## config.mk

```make
export PLATFORM = sky130hd
export DESIGN_NAME = dram_sched
export DESIGN_NICKNAME = d
export VERILOG_FILES = /design/src/rtl/dram_sched_pkg.sv /design/src/rtl/request_queue.sv /design/src/rtl/bank_tracker.sv /design/src/rtl/refresh_timer.sv /design/src/rtl/command_sequencer.sv /design/src/rtl/dram_sched.sv
export SDC_FILE = /design/constraint.sdc
export NUM_CORES = 1
export LEC_CHECK = 0
export BUFFER_PORTS_ARGS = -buffer_cell sky130_fd_sc_hd__buf_2
export CAP_MARGIN = 20
export CORE_UTILIZATION = 26
export CTS_CLUSTER_SIZE = 24
export DETAILED_ROUTE_END_ITERATION = 10
export PLACE_DENSITY = 0.37
export SLEW_MARGIN = 40
export SYNTH_ARGS = -nofsm -noshare
export SYNTH_HDL_FRONTEND = slang
export SYNTH_HIERARCHICAL = 1
export SYNTH_SLANG_ARGS = --single-unit
```

## constraint.sdc

```tcl
create_clock -name clk -period 9.15 [get_ports clk]
set_clock_uncertainty 0.2 [all_clocks]
set_input_delay 0.4575 -clock clk [delete_from_list [all_inputs] [get_ports clk]]
set_output_delay 0.4575 -clock clk [all_outputs]
set_load 0.01 [all_outputs]
```

## src/rtl/dram_sched_pkg.sv

```systemverilog
package dram_sched_pkg;

	// address map, msb to lsb: row | bank | col
	localparam int BANK_BITS = 2;                               // bank select
	localparam int ROW_BITS  = 8;                               // row within a bank
	localparam int COL_BITS  = 6;                               // column within a row
	localparam int ADDR_BITS = ROW_BITS + BANK_BITS + COL_BITS; // flat request address, 16 bits

	localparam int NUM_BANKS = 2 ** BANK_BITS; // four banks

	// field offsets inside a flat address
	// the column sits at bit 0 and needs no offset of its own
	localparam int BANK_LSB = COL_BITS;             // bank right above the column
	localparam int ROW_LSB  = BANK_LSB + BANK_BITS; // row takes the upper bits

	// request kind as it enters the queue
	typedef enum logic {
		REQ_READ  = 1'b0, // becomes CMD_RD
		REQ_WRITE = 1'b1  // becomes CMD_WR
	} req_op_t;

	// commands on the dram side
	// one of these leaves the scheduler per cmd_valid pulse
	typedef enum logic [2:0] {
		CMD_PRE = 3'd0, // close the open row of one bank
		CMD_ACT = 3'd1, // open a row in a closed bank
		CMD_RD  = 3'd2, // column read on the open row
		CMD_WR  = 3'd3, // column write on the open row
		CMD_REF = 3'd4  // all-bank refresh, every bank must be closed
	} cmd_op_t;

	// timing values are not here
	// they are parameters of dram_sched and are handed down from there

endpackage

```

## src/rtl/request_queue.sv

```systemverilog
`timescale 1ns/1ps

module request_queue import dram_sched_pkg::*; #(
	parameter int QUEUE_DEPTH = 8
) (
	input  logic                 clk,
	input  logic                 rst_n,
	input  logic                 push,       // single-cycle request strobe
	input  req_op_t              push_op,
	input  logic [ADDR_BITS-1:0] push_addr,
	input  logic                 pop,        // head has been issued as RD or WR
	output logic                 head_valid, // queue not empty
	output req_op_t              head_op,
	output logic [ADDR_BITS-1:0] head_addr,
	output logic                 full
);

	localparam int PTR_BITS = (QUEUE_DEPTH > 1) ? $clog2(QUEUE_DEPTH) : 1;
	localparam int CNT_BITS = $clog2(QUEUE_DEPTH + 1); // must hold QUEUE_DEPTH itself

	req_op_t              op_mem   [QUEUE_DEPTH];
	logic [ADDR_BITS-1:0] addr_mem [QUEUE_DEPTH];
	logic [PTR_BITS-1:0]  wr_ptr;
	logic [PTR_BITS-1:0]  rd_ptr;
	logic [CNT_BITS-1:0]  count;  // occupancy
	logic                 do_push;
	logic                 do_pop;

	assign do_push = push && !full; // a strobe while full is dropped
	assign do_pop  = pop && head_valid;

	// pointers wrap at QUEUE_DEPTH, which need not be a power of two
	function automatic logic [PTR_BITS-1:0] ptr_next(input logic [PTR_BITS-1:0] ptr);
		if (ptr == PTR_BITS'(QUEUE_DEPTH - 1))
			return '0;
		return ptr + 1'b1;
	endfunction

	always_ff @(posedge clk or negedge rst_n) begin
		if (!rst_n) begin
			wr_ptr <= '0;
			rd_ptr <= '0;
			count  <= '0;
		end else begin
			if (do_push) wr_ptr <= ptr_next(wr_ptr);
			if (do_pop)  rd_ptr <= ptr_next(rd_ptr);
			case ({do_push, do_pop})
				2'b10:   count <= count + 1'b1;
				2'b01:   count <= count - 1'b1;
				default: count <= count; // idle, or push and pop together
			endcase
		end
	end

	// storage, written only on an accepted push
	always_ff @(posedge clk) begin
		if (do_push) begin
			op_mem[wr_ptr]   <= push_op;
			addr_mem[wr_ptr] <= push_addr;
		end
	end

	assign head_valid = (count != '0);                     // visible the cycle after a push
	assign full       = (count == CNT_BITS'(QUEUE_DEPTH));
	assign head_op    = op_mem[rd_ptr];
	assign head_addr  = addr_mem[rd_ptr];

endmodule

```

## src/rtl/bank_tracker.sv

```systemverilog
`timescale 1ns/1ps

module bank_tracker import dram_sched_pkg::*; #(
	parameter int T_RCD = 4,
	parameter int T_RP  = 4,
	parameter int T_RAS = 10,
	parameter int T_CCD = 2,
	parameter int T_RRD = 3
) (
	input  logic                               clk,
	input  logic                               rst_n,
	input  logic                               iss_valid, // command leaving the scheduler
	input  cmd_op_t                            iss_op,
	input  logic [BANK_BITS-1:0]               iss_bank,
	input  logic [ROW_BITS-1:0]                iss_row,
	output logic [NUM_BANKS-1:0]               bank_open,
	output logic [NUM_BANKS-1:0][ROW_BITS-1:0] open_row,
	output logic [NUM_BANKS-1:0]               act_ok,    // tRP met
	output logic [NUM_BANKS-1:0]               pre_ok,    // tRAS met
	output logic [NUM_BANKS-1:0]               rw_ok,     // tRCD met
	output logic                               act_gap_ok, // tRRD met since last ACT
	output logic                               rw_gap_ok   // tCCD met since last RD/WR
);

	// loads are two short of the rule
	// one cycle goes to this update, one to the registered decision in the sequencer
	localparam int RCD_LOAD = (T_RCD > 2) ? T_RCD - 2 : 0;
	localparam int RP_LOAD  = (T_RP > 2)  ? T_RP - 2  : 0;
	localparam int RAS_LOAD = (T_RAS > 2) ? T_RAS - 2 : 0;
	localparam int CCD_MIN  = (T_CCD > 2) ? T_CCD - 2 : 0;
	localparam int RRD_MIN  = (T_RRD > 2) ? T_RRD - 2 : 0;

	localparam int BANK_MAX_A = (T_RCD > T_RP) ? T_RCD : T_RP;
	localparam int BANK_MAX   = (BANK_MAX_A > T_RAS) ? BANK_MAX_A : T_RAS;
	localparam int CNT_BITS   = $clog2(BANK_MAX + 1);
	localparam int GAP_MAX    = (T_CCD > T_RRD) ? T_CCD : T_RRD;
	localparam int GAP_BITS   = $clog2(GAP_MAX + 1);

	logic                iss_act;
	logic                iss_pre;
	logic                iss_rw;
	logic                iss_ref;
	logic [GAP_BITS-1:0] act_since; // saturating, cycles since last ACT
	logic [GAP_BITS-1:0] rw_since;  // saturating, cycles since last RD/WR

	assign iss_act = iss_valid && (iss_op == CMD_ACT);
	assign iss_pre = iss_valid && (iss_op == CMD_PRE);
	assign iss_rw  = iss_valid && (iss_op == CMD_RD || iss_op == CMD_WR);
	assign iss_ref = iss_valid && (iss_op == CMD_REF);

	for (genvar b = 0; b < NUM_BANKS; b++) begin : g_bank
		logic                hit;    // this bank is the command's target
		logic                open_q;
		logic [ROW_BITS-1:0] row_q;
		logic [CNT_BITS-1:0] rcd_cnt;
		logic [CNT_BITS-1:0] rp_cnt;
		logic [CNT_BITS-1:0] ras_cnt;

		assign hit = (iss_bank == BANK_BITS'(b));

		always_ff @(posedge clk or negedge rst_n) begin
			if (!rst_n) begin
				open_q  <= 1'b0;
				rcd_cnt <= '0; // zero means the rule is already met
				rp_cnt  <= '0;
				ras_cnt <= '0;
			end else begin
				if (rcd_cnt != '0) rcd_cnt <= rcd_cnt - 1'b1;
				if (rp_cnt != '0)  rp_cnt  <= rp_cnt - 1'b1;
				if (ras_cnt != '0) ras_cnt <= ras_cnt - 1'b1;
				if (iss_act && hit) begin
					open_q  <= 1'b1;
					rcd_cnt <= CNT_BITS'(RCD_LOAD);
					ras_cnt <= CNT_BITS'(RAS_LOAD);
				end
				if (iss_pre && hit) begin
					open_q <= 1'b0;
					rp_cnt <= CNT_BITS'(RP_LOAD);
				end
				if (iss_ref) open_q <= 1'b0; // refresh leaves every bank closed
			end
		end

		// row is only meaningful while open_q is set
		always_ff @(posedge clk) begin
			if (iss_act && hit) row_q <= iss_row;
		end

		assign bank_open[b] = open_q;
		assign open_row[b]  = row_q;
		assign act_ok[b]    = (rp_cnt == '0);
		assign pre_ok[b]    = (ras_cnt == '0);
		assign rw_ok[b]     = (rcd_cnt == '0);
	end

	always_ff @(posedge clk or negedge rst_n) begin
		if (!rst_n) begin
			act_since <= '1; // saturated, nothing to wait for after reset
			rw_since  <= '1;
		end else begin
			if (iss_act)              act_since <= '0;
			else if (act_since != '1) act_since <= act_since + 1'b1;
			if (iss_rw)               rw_since  <= '0;
			else if (rw_since != '1)  rw_since  <= rw_since + 1'b1;
		end
	end

	assign act_gap_ok = (act_since >= GAP_BITS'(RRD_MIN));
	assign rw_gap_ok  = (rw_since >= GAP_BITS'(CCD_MIN));

endmodule

```

## src/rtl/refresh_timer.sv

```systemverilog
`timescale 1ns/1ps

module refresh_timer import dram_sched_pkg::*; #(
	parameter int T_REFI = 400,
	parameter int T_RFC  = 20
) (
	input  logic    clk,
	input  logic    rst_n,
	input  logic    iss_valid,
	input  cmd_op_t iss_op,
	output logic    refresh_due,  // REF owed, sequencer drains banks
	output logic    refresh_busy  // tRFC blackout after REF
);

	localparam int REFI_BITS = $clog2(T_REFI + 1);
	localparam int RFC_BITS  = $clog2(T_RFC + 1);
	localparam int RFC_LOAD  = (T_RFC > 2) ? T_RFC - 2 : 0; // decision register eats one cycle

	logic                 iss_ref;
	logic [REFI_BITS-1:0] refi_cnt; // counts up to the interval, then holds
	logic [RFC_BITS-1:0]  rfc_cnt;

	assign iss_ref = iss_valid && (iss_op == CMD_REF);

	always_ff @(posedge clk or negedge rst_n) begin
		if (!rst_n) begin
			refi_cnt    <= '0;
			refresh_due <= 1'b0;
			rfc_cnt     <= '0;
		end else if (iss_ref) begin
			refi_cnt    <= '0;                  // next interval starts at the REF
			refresh_due <= 1'b0;
			rfc_cnt     <= RFC_BITS'(RFC_LOAD);
		end else begin
			if (rfc_cnt != '0) rfc_cnt <= rfc_cnt - 1'b1;
			if (!refresh_due) begin
				if (refi_cnt == REFI_BITS'(T_REFI - 1)) refresh_due <= 1'b1;
				else refi_cnt <= refi_cnt + 1'b1;
			end
		end
	end

	assign refresh_busy = (rfc_cnt != '0);

endmodule

```

## src/rtl/command_sequencer.sv

```systemverilog
`timescale 1ns/1ps

module command_sequencer import dram_sched_pkg::*; (
	input  logic                               clk,
	input  logic                               rst_n,
	input  logic                               head_valid,
	input  req_op_t                            head_op,
	input  logic [ADDR_BITS-1:0]               head_addr,
	input  logic [NUM_BANKS-1:0]               bank_open,
	input  logic [NUM_BANKS-1:0][ROW_BITS-1:0] open_row,
	input  logic [NUM_BANKS-1:0]               act_ok,
	input  logic [NUM_BANKS-1:0]               pre_ok,
	input  logic [NUM_BANKS-1:0]               rw_ok,
	input  logic                               act_gap_ok,
	input  logic                               rw_gap_ok,
	input  logic                               refresh_due,
	input  logic                               refresh_busy,
	output logic                               pop,       // head leaves with this RD/WR decision
	output logic                               cmd_valid,
	output cmd_op_t                            cmd_op,
	output logic [BANK_BITS-1:0]               cmd_bank,
	output logic [ROW_BITS-1:0]                cmd_row,
	output logic [COL_BITS-1:0]                cmd_col
);

	logic [ROW_BITS-1:0]  hd_row;
	logic [BANK_BITS-1:0] hd_bank;
	logic [COL_BITS-1:0]  hd_col;
	logic                 pre_found; // some open bank may be closed now
	logic [BANK_BITS-1:0] pre_bank;
	logic                 nxt_valid;
	cmd_op_t              nxt_op;
	logic [BANK_BITS-1:0] nxt_bank;
	logic [ROW_BITS-1:0]  nxt_row;
	logic [COL_BITS-1:0]  nxt_col;

	// split the head address
	assign hd_row  = head_addr[ROW_LSB +: ROW_BITS];
	assign hd_bank = head_addr[BANK_LSB +: BANK_BITS];
	assign hd_col  = head_addr[COL_BITS-1:0];

	always_comb begin
		nxt_valid = 1'b0;
		nxt_op    = CMD_REF;
		nxt_bank  = hd_bank;
		nxt_row   = hd_row;
		nxt_col   = hd_col;
		pre_found = 1'b0;
		pre_bank  = '0;
		// scan from the top so the lowest index wins
		for (int b = NUM_BANKS - 1; b >= 0; b--) begin
			if (bank_open[b] && pre_ok[b]) begin
				pre_found = 1'b1;
				pre_bank  = BANK_BITS'(b);
			end
		end
		if (cmd_valid || refresh_busy) begin
			// tracker has not seen the last command yet, or tRFC blackout
		end else if (refresh_due) begin
			if (pre_found) begin
				nxt_valid = 1'b1; // drain open banks one per cycle
				nxt_op    = CMD_PRE;
				nxt_bank  = pre_bank;
			end else if (bank_open == '0 && &act_ok) begin
				nxt_valid = 1'b1; // all closed and precharged
				nxt_op    = CMD_REF;
				nxt_bank  = '0;
				nxt_row   = '0;
				nxt_col   = '0;
			end
		end else if (head_valid) begin
			if (!bank_open[hd_bank]) begin
				nxt_valid = act_ok[hd_bank] && act_gap_ok;
				nxt_op    = CMD_ACT;
			end else if (open_row[hd_bank] == hd_row) begin
				nxt_valid = rw_ok[hd_bank] && rw_gap_ok; // row hit
				nxt_op    = (head_op == REQ_WRITE) ? CMD_WR : CMD_RD;
			end else begin
				nxt_valid = pre_ok[hd_bank]; // conflict, close the old row first
				nxt_op    = CMD_PRE;
			end
		end
	end

	assign pop = nxt_valid && (nxt_op == CMD_RD || nxt_op == CMD_WR);

	always_ff @(posedge clk or negedge rst_n) begin
		if (!rst_n) cmd_valid <= 1'b0;
		else cmd_valid <= nxt_valid;
	end

	// command fields, qualified by cmd_valid
	always_ff @(posedge clk) begin
		cmd_op   <= nxt_op;
		cmd_bank <= nxt_bank;
		cmd_row  <= nxt_row;
		cmd_col  <= nxt_col;
	end

endmodule

```

## src/rtl/dram_sched.sv

```systemverilog
`timescale 1ns/1ps

module dram_sched import dram_sched_pkg::*; #(
	parameter int QUEUE_DEPTH = 8,
	parameter int T_RCD       = 4,
	parameter int T_RP        = 4,
	parameter int T_RAS       = 10,
	parameter int T_CCD       = 2,
	parameter int T_RRD       = 3,
	parameter int T_REFI      = 400,
	parameter int T_RFC       = 20
) (
	input  logic                 clk,
	input  logic                 rst_n,
	input  logic                 req_valid, // strobe, dropped while full
	input  req_op_t              req_op,
	input  logic [ADDR_BITS-1:0] req_addr,
	output logic                 full,
	output logic                 cmd_valid, // one command per pulse
	output cmd_op_t              cmd_op,
	output logic [BANK_BITS-1:0] cmd_bank,
	output logic [ROW_BITS-1:0]  cmd_row,
	output logic [COL_BITS-1:0]  cmd_col
);

	logic                               head_valid;
	req_op_t                            head_op;
	logic [ADDR_BITS-1:0]               head_addr;
	logic                               pop;
	logic [NUM_BANKS-1:0]               bank_open;
	logic [NUM_BANKS-1:0][ROW_BITS-1:0] open_row;
	logic [NUM_BANKS-1:0]               act_ok;
	logic [NUM_BANKS-1:0]               pre_ok;
	logic [NUM_BANKS-1:0]               rw_ok;
	logic                               act_gap_ok;
	logic                               rw_gap_ok;
	logic                               refresh_due;
	logic                               refresh_busy;

	request_queue #(.QUEUE_DEPTH(QUEUE_DEPTH)) i_queue (
		.clk, .rst_n,
		.push(req_valid), .push_op(req_op), .push_addr(req_addr),
		.pop, .head_valid, .head_op, .head_addr, .full
	);

	// issued command is fed back from the sequencer outputs
	bank_tracker #(
		.T_RCD(T_RCD), .T_RP(T_RP), .T_RAS(T_RAS), .T_CCD(T_CCD), .T_RRD(T_RRD)
	) i_tracker (
		.clk, .rst_n,
		.iss_valid(cmd_valid), .iss_op(cmd_op), .iss_bank(cmd_bank), .iss_row(cmd_row),
		.bank_open, .open_row, .act_ok, .pre_ok, .rw_ok, .act_gap_ok, .rw_gap_ok
	);

	refresh_timer #(.T_REFI(T_REFI), .T_RFC(T_RFC)) i_refresh (
		.clk, .rst_n,
		.iss_valid(cmd_valid), .iss_op(cmd_op),
		.refresh_due, .refresh_busy
	);

	command_sequencer i_seq (
		.clk, .rst_n,
		.head_valid, .head_op, .head_addr,
		.bank_open, .open_row, .act_ok, .pre_ok, .rw_ok, .act_gap_ok, .rw_gap_ok,
		.refresh_due, .refresh_busy,
		.pop, .cmd_valid, .cmd_op, .cmd_bank, .cmd_row, .cmd_col
	);

endmodule

```

## Yosys cells after proc, flatten, opt, wreduce, memory -nomap -nowiden

Memory sizes are Yosys's and may differ from the RTL's.
Index checks and enable logic that the tools add are counted.

| cells by class | value |
|---|---|
| muxes and demuxes | 103 |
| divide/modulo/power cells | 0 |
| equal/unequal tests | 20 |
| add/subtract/negate cells | 20 |
| $lt $le $gt $ge | 3 |
| reductions and logical operators | 77 |
| shift-type cells | 0 |
| multipliers | 0 |
| bitwise operators | 0 |

Operator list:

| cell | count |
|---|---|
| $mux W4 | 24 |
| $logic_not A4 Y1 | 13 |
| $reduce_bool A4 Y1 | 13 |
| $sub A4 B1 Y4 const B | 13 |
| $mux W8 | 5 |
| $mux W1 | 37 |
| $reduce_bool A2 Y1 | 16 |
| $mux W3 | 10 |
| $mux W9 | 3 |
| $mux W2 | 12 |
| $mux W6 | 4 |
| $logic_and A1 B1 Y1 | 22 |
| $bmux W8 S2 | 1 |
| $eq A3 B2 Y1 const B | 4 |
| $reduce_bool A3 Y1 | 4 |
| $mux W5 | 2 |
| $add A9 B1 Y9 const B | 1 |
| $eq A3 B3 Y1 const B | 3 |
| $eq A9 B9 Y1 const B | 1 |
| $bmux W1 S2 | 4 |
| $eq A8 B8 Y1 | 1 |
| $pmux W4 S2 | 1 |
| $add A3 B1 Y3 const B | 2 |
| $eq A2 B2 Y1 const B | 3 |
| 17 further kinds | 24 |

| word-level totals | value |
|---|---|
| memories | 2 |
| register bits after elaboration | 133 |
| bits in writable memories | 136 |
| input port bits | 20 |
| memory bits (read-only) | 0 |
| bits in latches | 0 |

Memory list:

| name | words | width | read ports | clocked after Yosys merged registers in | write ports | RTL line | source |
|---|---|---|---|---|---|---|---|
| i_queue.addr_mem | 8 | 16 | 1 | 0 | 1 | request_queue.sv:22 | `logic [ADDR_BITS-1:0] addr_mem [QUEUE_DEPTH];` |
| i_queue.op_mem | 8 | 1 | 1 | 0 | 1 | request_queue.sv:21 | `req_op_t op_mem [QUEUE_DEPTH];` |

## Logic depth before layout (Yosys ltp)

Gate-level depths: netlist of the first run.

| logic depth | value |
|---|---|
| word-level depth | 15 |
| gate-level depth with buffers | 17 |
| gate-level depth less buffers | 15 |

## By module

Netlist of the first run, hierarchy kept.

By module, submodules not included:

| module | area an instance (um^2) | cells each | times used |
|---|---|---|---|
| request_queue | 5949.5 | 266 | 1 |
| bank_tracker | 3857.4 | 300 | 1 |
| command_sequencer | 1142.3 | 94 | 1 |
| refresh_timer | 792.0 | 81 | 1 |

## Worst setup path before layout of the first run

Ideal clock, no wire load.

| path | value |
|---|---|
| path kind | reg2reg |
| start | register i_queue.rd_ptr[0] |
| end | register i_queue.count[3] |
| setup slack | 4.301 ns |
| period minus slack after synthesis | 4.849 ns |
| data required time | 8.816 ns |
| path buffers | 3 |
| stages on the path, launching flop included | 18 |
| arrival | 4.515 ns |
| cells stage by stage | dfrtp_1 -> buf_6 -> buf_6 -> mux4_1 -> mux2_2 -> buf_6 -> mux4_2 -> xor2_1 -> nor4_4 -> nand2_2 -> a211oi_2 -> o41ai_4 -> inv_1 -> ha_1 -> ha_1 -> or4b_2 -> o311ai_0 -> o211ai_1 |

| on the way | value |
|---|---|
| cells in the longest elaborated chain, start to end | 15 |
| elaborated cells on any way between the ends | 35 |
| classes of those cells | eq/ne: 5; mux: 22; reduce/logical: 6; memory: 2 |

Ends and longest elaborated chain:

| what | RTL line | source |
|---|---|---|
| from (decl) | request_queue.sv:24 | `logic [PTR_BITS-1:0] rd_ptr;` |
| from (signal assigned) | request_queue.sv:46 | `if (do_pop) rd_ptr <= ptr_next(rd_ptr);` |
| $mem_v2 Z8 W16 * | - |  |
| net head_addr[6] | dram_sched.sv:28 | `logic [ADDR_BITS-1:0] head_addr;` |
| $bmux W8 S2 | command_sequencer.sv:75 | `end else if (open_row[hd_bank] == hd_row) begin` |
| $mux W8 (implied by the code) | command_sequencer.sv:75 |  |
| $eq A8 B8 Y1 | command_sequencer.sv:75 |  |
| $mux W3 | command_sequencer.sv:75 |  |
| $mux W3 | command_sequencer.sv:72 | `if (!bank_open[hd_bank]) begin` |
| $mux W3 | command_sequencer.sv:71 | `end else if (head_valid) begin` |
| [2 not listed] | - |  |
| $eq A3 B2 Y1 | command_sequencer.sv:85 | `assign pop = nxt_valid && (nxt_op == CMD_RD \|\| nxt_op == CMD_WR);` |
| $logic_or A1 B1 Y1 | command_sequencer.sv:85 |  |
| $logic_and A1 B1 Y1 * | command_sequencer.sv:85 |  |
| net pop | dram_sched.sv:29 | `logic pop;` |
| $logic_and A1 B1 Y1 * | request_queue.sv:30 | `assign do_pop = pop && head_valid;` |
| net i_queue.do_pop | request_queue.sv:27 | `logic do_pop;` |
| $eq A2 B1 Y1 / $eq A2 B2 Y1 (equally long branches) | request_queue.sv:47 | `case ({do_push, do_pop})` |
| $pmux W4 S2 / $reduce_bool A2 Y1 (equally long branches) | - |  |
| to (signal assigned) | request_queue.sv:48 | `2'b10: count <= count + 1'b1;` |
| to (signal assigned) | request_queue.sv:49 | `2'b01: count <= count - 1'b1;` |
| to (signal assigned) | request_queue.sv:50 | `default: count <= count;` |
| to (decl) | request_queue.sv:25 | `logic [CNT_BITS-1:0] count;` |

Mark *: on every way through the listed nets, which the timed path passes. The rest lies on a longest branch. The select of a mux whose other input is x is not followed.
A chain may end at the register's enable or synchronous reset.

## Worst setup path in the final report of the first run

Same ends and word-level chain as after synthesis.

==> impl_metrics.json, run 1 <==
{
  "min_period_ns": 5.64,
  "die_w_um": 215,
  "final.setup.tns_ns": 0,
  "ff_latch_area_mm2": 0.00743,
  "avgSynthCellArea_um2": 15.8,
  "setup_slack_ns": 3.51,
  "final_area_mm2": 0.0138,
  "slowest_stage": "or4b_2",
  "multi_input_area_mm2": 0.00404,
  "vias": 6453,
  "synth_area_mm2": 0.0117,
  "p_per_area_mw_per_mm2": 278,
  "place_inst": 1367,
  "wl_met2_um": 13300,
  "synth_flop_cell": "edfxtp_1",
  "timing.fmax_ghz": 0.177,
  "status": "complete, no violations",
  "yosys_warnings": 6,
  "post_route_cells_drive_above_1_share": 0.197,
  "place_area_mm2": 0.0127,
  "drc_errors": 0,
  "min_period_over_period": 0.617,
  "cts_max_level": 1,
  "vdd_ir_drop_max_v": 0.000141,
  "rsz0062_at_grt": "no",
  "min_path_cells": 3,
  "hold_class": "input port to flip-flop",
  "hold_viol": 0,
  "drt-total-wl_um": 25900,
  "clock_sinks": 267,
  "cts_resized": 0,
  "yosysUniqueCellTypes": 75,
  "critPathKind": "flip-flop to flip-flop",
  "wl_per_cell_um": 18.0,
  "min-delay-start": "req_valid",
  "syn-num-nets": 793,
  "syn2layout_area_growth_pct": 17.4,
  "critical_path_arrival_ns": 5.88,
  "r2r_cells": 15,
  "synthArstFlopShare": 0.300,
  "via_per_inst": 4.48,
  "die-area_mm2": 0.0460,
  "dp_hpwl_um": 16100,
  "overflow": 0,
  "drv_slew": 0,
  "globalplace.congestion": 0.693,
  "path_cells": "buf_4, mux4_1, mux2_2, mux4_1, xor2_1, nor4_4, nand2_2, a211oi_2, o41ai_4, inv_1, ha_1, ha_1, or4b_2, o311ai_0, o211ai_1",
  "cts_root_buffer": "clkbuf_16",
  "critPathLaunch": "i_queue/rd_ptr[0]",
  "numCtsBuffers": 30,
  "critPathMaxStageDelay_ns": 0.64,
  "wl_met1_um": 11100,
  "synth_edf_count": 168,
  "firstDrtPassIters": 4,
  "io_buffers": 40,
  "antenna_found_initial": 1,
  "initial_core_util": 0.264,
  "routed-wl-met3_um": 873,
  "tightest_slew_ns": 0.714,
  "ys_ff_latch": 267,
  "nets": 877,
  "cp-end-kind": "flip-flop",
  "dpl_worst_slack_ns": 3.48,
  "max-cap-violations": 0,
  "r2r-start": "i_queue/rd_ptr[0]",
  "first_iter_violations": 392,
  "cp.required_ns": 9.39,
  "worstSkewPairLatency_ns": 0.59,
  "synth_cells": 741,
  "grt_usage": 0.115,
  "clock_path_buffers": 3,
  "fillCellCount": 4387,
  "die_y_um": 215,
  "critical_path.startpoint_type": "flip-flop",
  "fp.coreArea_mm2": 0.0444,
  "slew_headroom": 0.524,
  "fin_cells": 1442,
  "dr.max_layer_used": "met4",
  "first_global_vias": 7178,
  "clk_pin_slew_ns": 0.06,
  "grt_max_degree": 53,
  "cts_tree": "done",
  "grt_pass1_wl_um": 40900,
  "synth-seq-area-share": 0.633,
  "critPathMaxFanout": 37,
  "power.leakage_uw": 0.00513,
  "rows": 77,
  "ant_nets": 0,
  "io-pin-count": 41,
  "setup_viol": 0
}
## worst paths after layout
path                                                        to  slack, ns
worst max-delay path                          i_queue/count[3]       3.51
worst min-delay path                         i_queue/wr_ptr[2]       0.12
worst max register to register                i_queue/count[3]       3.51
worst min register to register    i_tracker/g_bank[3].row_q[1]       0.30
max in group asynchronous       i_tracker/g_bank[3].ras_cnt[0]       7.52
min in group asynchronous                i_refresh/refi_cnt[8]       0.16
## critical path, delay by kind of cell, from the launching register on
| kind | cells | cell delay [ns] |
|---|---|---|
| fa+ha+maj | 2 | 0.62 |
| flops | 1 | 0.34 |
| mux | 3 | 1.62 |
| compound gates | 4 | 0.76 |
| buf+inv | 2 | 0.59 |
| simple gates | 3 | 1.14 |
| xor+xnor | 1 | 0.18 |
## report_power, final
group          leakage [uW]  switching (uW)  internal (uW)
combinational       0.00203             499            441
sequential          0.00265             205           1570
clock              0.000451             486            632
total               0.00513            1190           2650
## stage by stage
step	power, uW	util	hold WS (ns)
4_1_cts	3910	0.310	0.0965
5_1_grt	4100	0.310	0.120
3_3_place_gp	2660	0.285	0.209
6_report	3840	0.310	0.118
2_1_floorplan	2460	-	-0.0381
3_5_place_dp	2760	0.285	0.222
## synth_stat cells, drive strengths merged, types with 3 or more instances
| library cell | instances | area (um2) |
|---|---|---|
| ha | 31 | 388 |
| or3 | 8 | 50.1 |
| a211o | 8 | 71.3 |
| dfxtp | 19 | 380 |
| or4 | 4 | 33.8 |
| o21ai | 12 | 60.1 |
| nand3 | 8 | 40.0 |
| nor2 | 41 | 164 |
| clkbuf | 5 | 18.8 |
| inv | 37 | 139 |
| or4b | 3 | 33.8 |
| mux2i | 5 | 50.1 |
| nand2b | 10 | 62.6 |
| nor4 | 4 | 55.1 |
| a21oi | 12 | 60.1 |
| edfxtp | 168 | 5040 |
| a31oi | 3 | 18.8 |
| xnor2 | 32 | 280 |
| nor2b | 24 | 150 |
| nor3b | 16 | 170 |
| nand2 | 30 | 123 |
| a211oi | 5 | 42.5 |
| buf | 17 | 135 |
| mux4 | 46 | 1190 |
| xor2 | 10 | 87.6 |
| nor3 | 36 | 190 |
| mux2 | 26 | 293 |
| dfrtp | 78 | 1950 |
| a21o | 8 | 60.1 |
## cell usage in the layout, fill, tap and decap left out, drive strengths merged, types with 18 or more instances in the layout
cell type / instances
inv: 37
nor3: 36
ha: 31
xnor2: 32
dfrtp: 78
nor2: 41
nand2: 30
mux2: 26
dlygate4sd3: 18
nor2b: 24
buf: 56
dfxtp: 19
edfxtp: 168
mux4: 46
clkbuf: 45
## logic make-up after synthesis
group | count (synthesis) | share of synthesized area
multiplexers | 77 | 0.131
adder cells (fa/ha/maj) | 32 | 0.0347
flip-flops | 267 | 0.633
other | 1 | 0.000319
buffers and inverters | 61 | 0.0256
AND/OR/NAND/NOR | 196 | 0.102
XOR/XNOR | 42 | 0.0313
AO/OA/AOI/OAI | 65 | 0.0427
## registers in the layout, summed over array words and instances (netlist names), 5 cells and up
name                      flops
i_queue/op_mem                8
i_queue/addr_mem            128
i_refresh/refi_cnt            9
i_tracker/g_bank.rcd_cnt     16
i_tracker/g_bank.row_q       32
i_tracker/g_bank.rp_cnt      16
i_refresh/rfc_cnt             5
i_tracker/g_bank.ras_cnt     16
i_seq/cmd_col                 6
i_seq/cmd_row                 8
## layout make-up
type	instances	share of cell area
inverter	39	0.0106
multi-input combinational	413	0.293
timing repair buffer	74	0.0365
antenna	1	0.000182
sequential	267	0.539
tap	592	0.0537
clock buffer	45	0.0607
clock inverter	11	0.00563
## per-layer routing
metal / global-route usage / vias up
met1: 0.139 / 3320
li1: - / 2991
met3: 0.0228 / 50
met2: 0.204 / 92
met5: 0 / -
met4: 0.0336 / 0
## timing repair
action / 4_1_cts / 5_1_grt
hold buffers: 18 / 0
setup buffers: 0 / 0
hold endpoints to repair: 164 / 0
(Power assumes the default switching activity.)
==> run 2, diff against run 1 <==
Settings changed: PLACE_DENSITY 0.37 to 0.38.
Clock period 9.15 ns to 4.56 ns, I/O delays scaled along.
==> run 2 against run 1 <==
Net effect:
- sequential power is 100% higher
- global-route usage is 0.071 points lower
- sequential share of layout area is 1.5 points lower
- utilization is 0.87 points higher
- power is 110% higher
- combinational power is 100% higher
- critical endpoint unchanged
==> impl_metrics.json, run 2 (synthesis gave the netlist of run 1 again) <==
{
  "drc_errors": 0,
  "power.leakage_uw": 0.00531,
  "critPathKind": "flip-flop to flip-flop",
  "path_cells": "mux4_2, mux2_4, mux4_2, xor2_2, nor4_4, nand2_2, a211oi_4, o41ai_4, inv_1, ha_4, ha_4, or4b_4, o311ai_2, o211ai_1",
  "cts_max_level": 1,
  "ant_nets": 0,
  "initial_core_util": 0.264,
  "die_w_um": 215,
  "antenna_found_initial": 0,
  "grt_max_degree": 58,
  "critPathMaxStageDelay_ns": 0.57,
  "first_iter_violations": 306,
  "grt_pass1_wl_um": 40800,
  "hold_viol": 0,
  "crit_family": "multiplexers",
  "cts_tree": "done",
  "numCtsBuffers": 31,
  "drt-total-wl_um": 25800,
  "slowest_stage": "mux4_2",
  "critPathBufInv": 1,
  "finalHoldWorstSlack_ns": 0.0129,
  "fp.coreArea_mm2": 0.0444,
  "wl_met2_um": 12300,
  "vdd_ir_drop_max_v": 0.000287,
  "setup_viol": 0,
  "hold_class": "input port to async pin",
  "drv_slew": 0,
  "first_global_vias": 6835,
  "firstDrtPassIters": 4,
  "dp_hpwl_um": 15600,
  "post_route_cells_drive_above_1_share": 0.231,
  "cts_root_buffer": "clkbuf_16",
  "io_buffers": 40,
  "final.setup.tns_ns": 0,
  "worstSkewPairLatency_ns": 0.57,
  "clock_sinks": 267,
  "tightest_slew_ns": 0.784,
  "regMostFlops": "i_queue/addr_mem",
  "critical_path.startpoint_type": "flip-flop",
  "min_period_over_period": 0.966,
  "top_regs": "i_queue/addr_mem: 128 flops, i_tracker/g_bank.row_q: 32 flops",
  "critPathMaxFanout": 6,
  "grt_usage": 0.114,
  "die_y_um": 215,
  "critical_path_arrival_ns": 4.66,
  "cp-end-kind": "flip-flop",
  "slew_headroom": 0.474,
  "timing.fmax_ghz": 0.227,
  "max-cap-violations": 0,
  "die-area_mm2": 0.0460,
  "globalplace.congestion": 0.674,
  "finalPower_uw": 8070,
  "via_per_inst": 4.37,
  "cp.required_ns": 4.82,
  "largest_register_ffs": 128,
  "layout_commonest_cell": "edfxtp_1",
  "rows": 77,
  "nets": 900,
  "setup_slack_ns": 0.157,
  "clk_pin_slew_ns": 0.06,
  "clock_path_buffers": 3,
  "syn2layout_area_growth_pct": 20.7,
  "dpl_worst_slack_ns": 0.105,
  "min_period_ns": 4.40,
  "vias": 6407,
  "status": "complete, no violations",
  "wl_met1_um": 12100,
  "p_per_area_mw_per_mm2": 569,
  "diodes": 0,
  "dr.max_layer_used": "met4",
  "io-pin-count": 41,
  "fillCellCount": 4382,
  "layout_common_cells": "edfxtp_1, dfrtp_1, mux4_1, buf_2, inv_1",
  "routed-wl-met3_um": 803,
  "wl_per_cell_um": 17.6,
  "overflow": 0
}
run 2: cell count changes in the layout (fill, tap and decap cells not counted), sizes merged, moves of 2 or more:
cell,change
buf,+20
bufinv,+5
inv,+2
clkinv,-4
run 2: area by class of cell:
type / instances / area [um2] / share of cell area
Multi-Input combinational cell: 414 / 4100 / 0.290
Sequential cell: 267 / 7430 / 0.525
Clock buffer: 44 / 865 / 0.0610
Inverter: 39 / 146 / 0.0103
Clock inverter: 14 / 214 / 0.0151
Tap cell: 592 / 741 / 0.0523
Timing Repair Buffer: 95 / 667 / 0.0471
run 2: per-layer routing:
layer | vias to the layer above | global-route usage
li1 | 3044 | -
met1 | 3246 | 0.151
met4 | 0 | 0.0283
met5 | - | 0
met2 | 77 | 0.190
met3 | 40 | 0.0220
run 2: worst register-to-register path, cell delays in order (launching register included):
cell      delay (ns)
dfrtp_2         0.45
mux4_2          0.57
mux2_4          0.35
mux4_2          0.47
xor2_2          0.20
nor4_4          0.36
nand2_2         0.13
a211oi_4        0.27
o41ai_4         0.12
inv_1           0.10
ha_4            0.16
ha_4            0.20
or4b_4          0.51
o311ai_2        0.10
o211ai_1        0.11
run 2: stage by stage:
step                       util  cell area (um2)  instances
final                     0.319            14200       1465
after global routing      0.319            14200       1465
after CTS                 0.318            14100       1461
after detailed placement  0.289            12800       1384
after global placement    0.289            12800       1384
after floorplan               -            11800        741
run 2: worst paths after layout:
path,startpoint,endpoint,slack [ns],depth (start not counted)
setup / recovery,i_queue/rd_ptr[0],i_queue/count[3],0.16,14
hold / removal,rst_n,i_refresh/refi_cnt[8],0.01,2
setup reg to reg,i_queue/rd_ptr[0],i_queue/count[3],0.16,14
hold reg to reg,i_refresh/rfc_cnt[4],i_refresh/rfc_cnt[4],0.31,1
max in group asynchronous,rst_n,i_tracker/g_bank[2].ras_cnt[1],3.35,3
min in group clk,req_addr[1],i_queue/addr_mem[0][1],0.26,2
run 2: what timing repair did:
item | 4_1_cts | 5_1_grt
hold endpoints to repair | 195 | 0
setup endpoints to repair | 0 | 1
hold buffers | 19 | 0
resized for setup | 0 | 3
buffers inserted | 0 | 3
run 2: where the power goes:
part	switching (uW)	total [uW]	internal, uW
sequential	405	3560	3160
combinational	965	1890	921
clock	1010	2620	1600
==> run 3, diff against run 2 <==
Settings changed: PLACE_DENSITY 0.38 to unset, RECOVER_POWER set to 100.
==> run 3 against run 2 <==
Net effect:
- largest power group unchanged
- sequential share of layout area grew 1.4 points
- global-route usage shrank 1.4 points
- hold slack gained 0.27 ns
- non-clock buffer count grew 1
- fmax shrank 2.4%
- setup slack lost 0.11 ns
- combinational power shrank 4%
- critical endpoint unchanged
- die area is the same
- flip-flop and latch count is the same
- register-to-register slack lost 0.11 ns
- the flow now finishes with violations (max-capacitance violations, max-slew violations)
==> impl_metrics.json, run 3 (synthesis gave the netlist of run 1 again) <==
{
  "slew_headroom": -0.975,
  "slowest_stage": "mux4_2",
  "antenna_found_initial": 0,
  "hold_viol": 0,
  "vias": 6389,
  "dp_hpwl_um": 14300,
  "cts_tree": "done",
  "initial_core_util": 0.264,
  "cts_max_level": 1,
  "ant_nets": 0,
  "finalHoldWorstSlack_ns": 0.283,
  "timing.fmax_ghz": 0.222,
  "clk_pin_slew_ns": 0.06,
  "layout_commonest_cell": "edfxtp_1",
  "first_iter_violations": 397,
  "layout_common_cells": "edfxtp_1, dfrtp_1, clkbuf_1",
  "die-area_mm2": 0.0460,
  "nets": 896,
  "vdd_ir_drop_max_v": 0.000282,
  "p_per_area_mw_per_mm2": 547,
  "grt_usage": 0.0998,
  "globalplace.congestion": 0.747,
  "post_route_cells_drive_above_1_share": 0.156,
  "cp-end-kind": "flip-flop",
  "io_buffers": 40,
  "clock_path_buffers": 3,
  "critPathMaxStageDelay_ns": 0.57,
  "min_period_ns": 4.51,
  "firstDrtPassIters": 4,
  "overflow": 0,
  "largest_register_ffs": 128,
  "critical_path.startpoint_type": "flip-flop",
  "status": "complete, but fails checks",
  "cts_root_buffer": "clkbuf_16",
  "io-pin-count": 41,
  "drt-total-wl_um": 23100,
  "path_cells": "mux4_2, mux2_4, buf_4, mux4_2, xor2_1, nor4_4, nand2_2, a211oi_4, o41ai_4, inv_1, ha_4, ha_4, or4b_4, o311ai_2, o211ai_1",
  "die_w_um": 215,
  "fin_cells": 1456,
  "critical_path_arrival_ns": 4.74,
  "drc_errors": 0,
  "violations": "max-capacitance violations, max-slew violations",
  "worstSkewPairLatency_ns": 0.56,
  "critPathMaxFanout": 7,
  "first_global_vias": 6476,
  "diodes": 0,
  "grt_pass1_wl_um": 36400,
  "regMostFlops": "i_queue/addr_mem",
  "rsz0062_at_grt": "yes",
  "syn2layout_area_growth_pct": 17.4,
  "hold_class": "flip-flop to flip-flop",
  "power.leakage_uw": 0.00501,
  "fp.coreArea_mm2": 0.0444,
  "min_period_over_period": 0.989,
  "cp.required_ns": 4.79,
  "via_per_inst": 4.39,
  "top_regs": "i_queue/addr_mem: 128 flops, i_tracker/g_bank.row_q: 32 flops",
  "die_y_um": 215,
  "wl_per_cell_um": 15.8,
  "place_area_mm2": 0.0128,
  "setup_viol": 0,
  "r2r_cells": 15,
  "tightest_slew_ns": 2.96,
  "rows": 77,
  "grt_max_degree": 54,
  "max-cap-violations": 3,
  "clock_sinks": 267,
  "min_path_cells": 1,
  "final_area_mm2": 0.0138,
  "numCtsBuffers": 26,
  "place_inst": 1374,
  "critPathKind": "flip-flop to flip-flop",
  "drv_slew": 71
}
[run 3: worst max-delay path, delay by kind of cell (launching register included)]
kind | cells | cell delay [ns]
simple gates | 3 | 0.90
buf+inv | 2 | 0.25
flops | 1 | 0.48
compound gates | 4 | 0.63
mux | 3 | 1.32
xor+xnor | 1 | 0.18
fa+ha+maj | 2 | 0.39
[run 3: routing by layer]
layer | vias up | GRT usage | part of all wire | routed length, um
li1 | 3024 | - | - | -
met1 | 3232 | 0.136 | 0.47 | 10900
met3 | 30 | 0.0221 | 0.041 | 936
met2 | 103 | 0.162 | 0.47 | 10800
met4 | 0 | 0.0226 | 0.019 | 429
met5 | - | 0 | 0 | 0
[run 3: cell type report]
type / count / area, um2
clock inverter: 18 / 204
multi-input combinational: 414 / 4010
sequential: 267 / 7430
inverter: 39 / 146
tap: 592 / 741
fill: 4348 / 30600
timing repair buffer: 96 / 591
clock buffer: 30 / 666
[run 3: through the flow]
step / power [uW] / setup slack (ns) / TNS, ns / util
2_1_floorplan: 4940 / 0.0228 / 0 / -
3_3_place_gp: 5370 / 0.108 / 0 / 0.287
3_5_place_dp: 5440 / -0.0123 / -0.0123 / 0.288
4_1_cts: 7660 / 0.0168 / 0 / 0.312
5_1_grt: 8040 / -0.110 / -0.110 / 0.310
6_report: 7540 / 0.0499 / 0 / 0.310
[run 3: worst paths after layout]
path	slack, ns	endpoint	start
max in group asynchronous	1.10	i_queue/rd_ptr[0]	rst_n
max reg2reg	0.05	i_queue/count[3]	i_queue/rd_ptr[0]
min	0.28	i_refresh/rfc_cnt[4]	i_refresh/rfc_cnt[4]
min in group asynchronous	0.98	i_tracker/g_bank[2].rp_cnt[3]	rst_n
min reg2reg	0.28	i_refresh/rfc_cnt[4]	i_refresh/rfc_cnt[4]
max	0.05	i_queue/count[3]	i_queue/rd_ptr[0]
[run 3: timing repair]
action	4_1_cts	5_1_grt
resized for setup	1	7
endpoints found under the hold margin	191	0
hold buffers	19	0
setup buffers	2	12
setup endpoints to repair	1	1
gates cloned	0	1
pin swaps	0	4
[run 3: power breakdown]
group	total [uW]	internal, uW	leakage (uW)	switching, uW
Clock	2180	1230	0.000412	948
Sequential	3550	3160	0.00265	390
Combinational	1810	876	0.00195	936
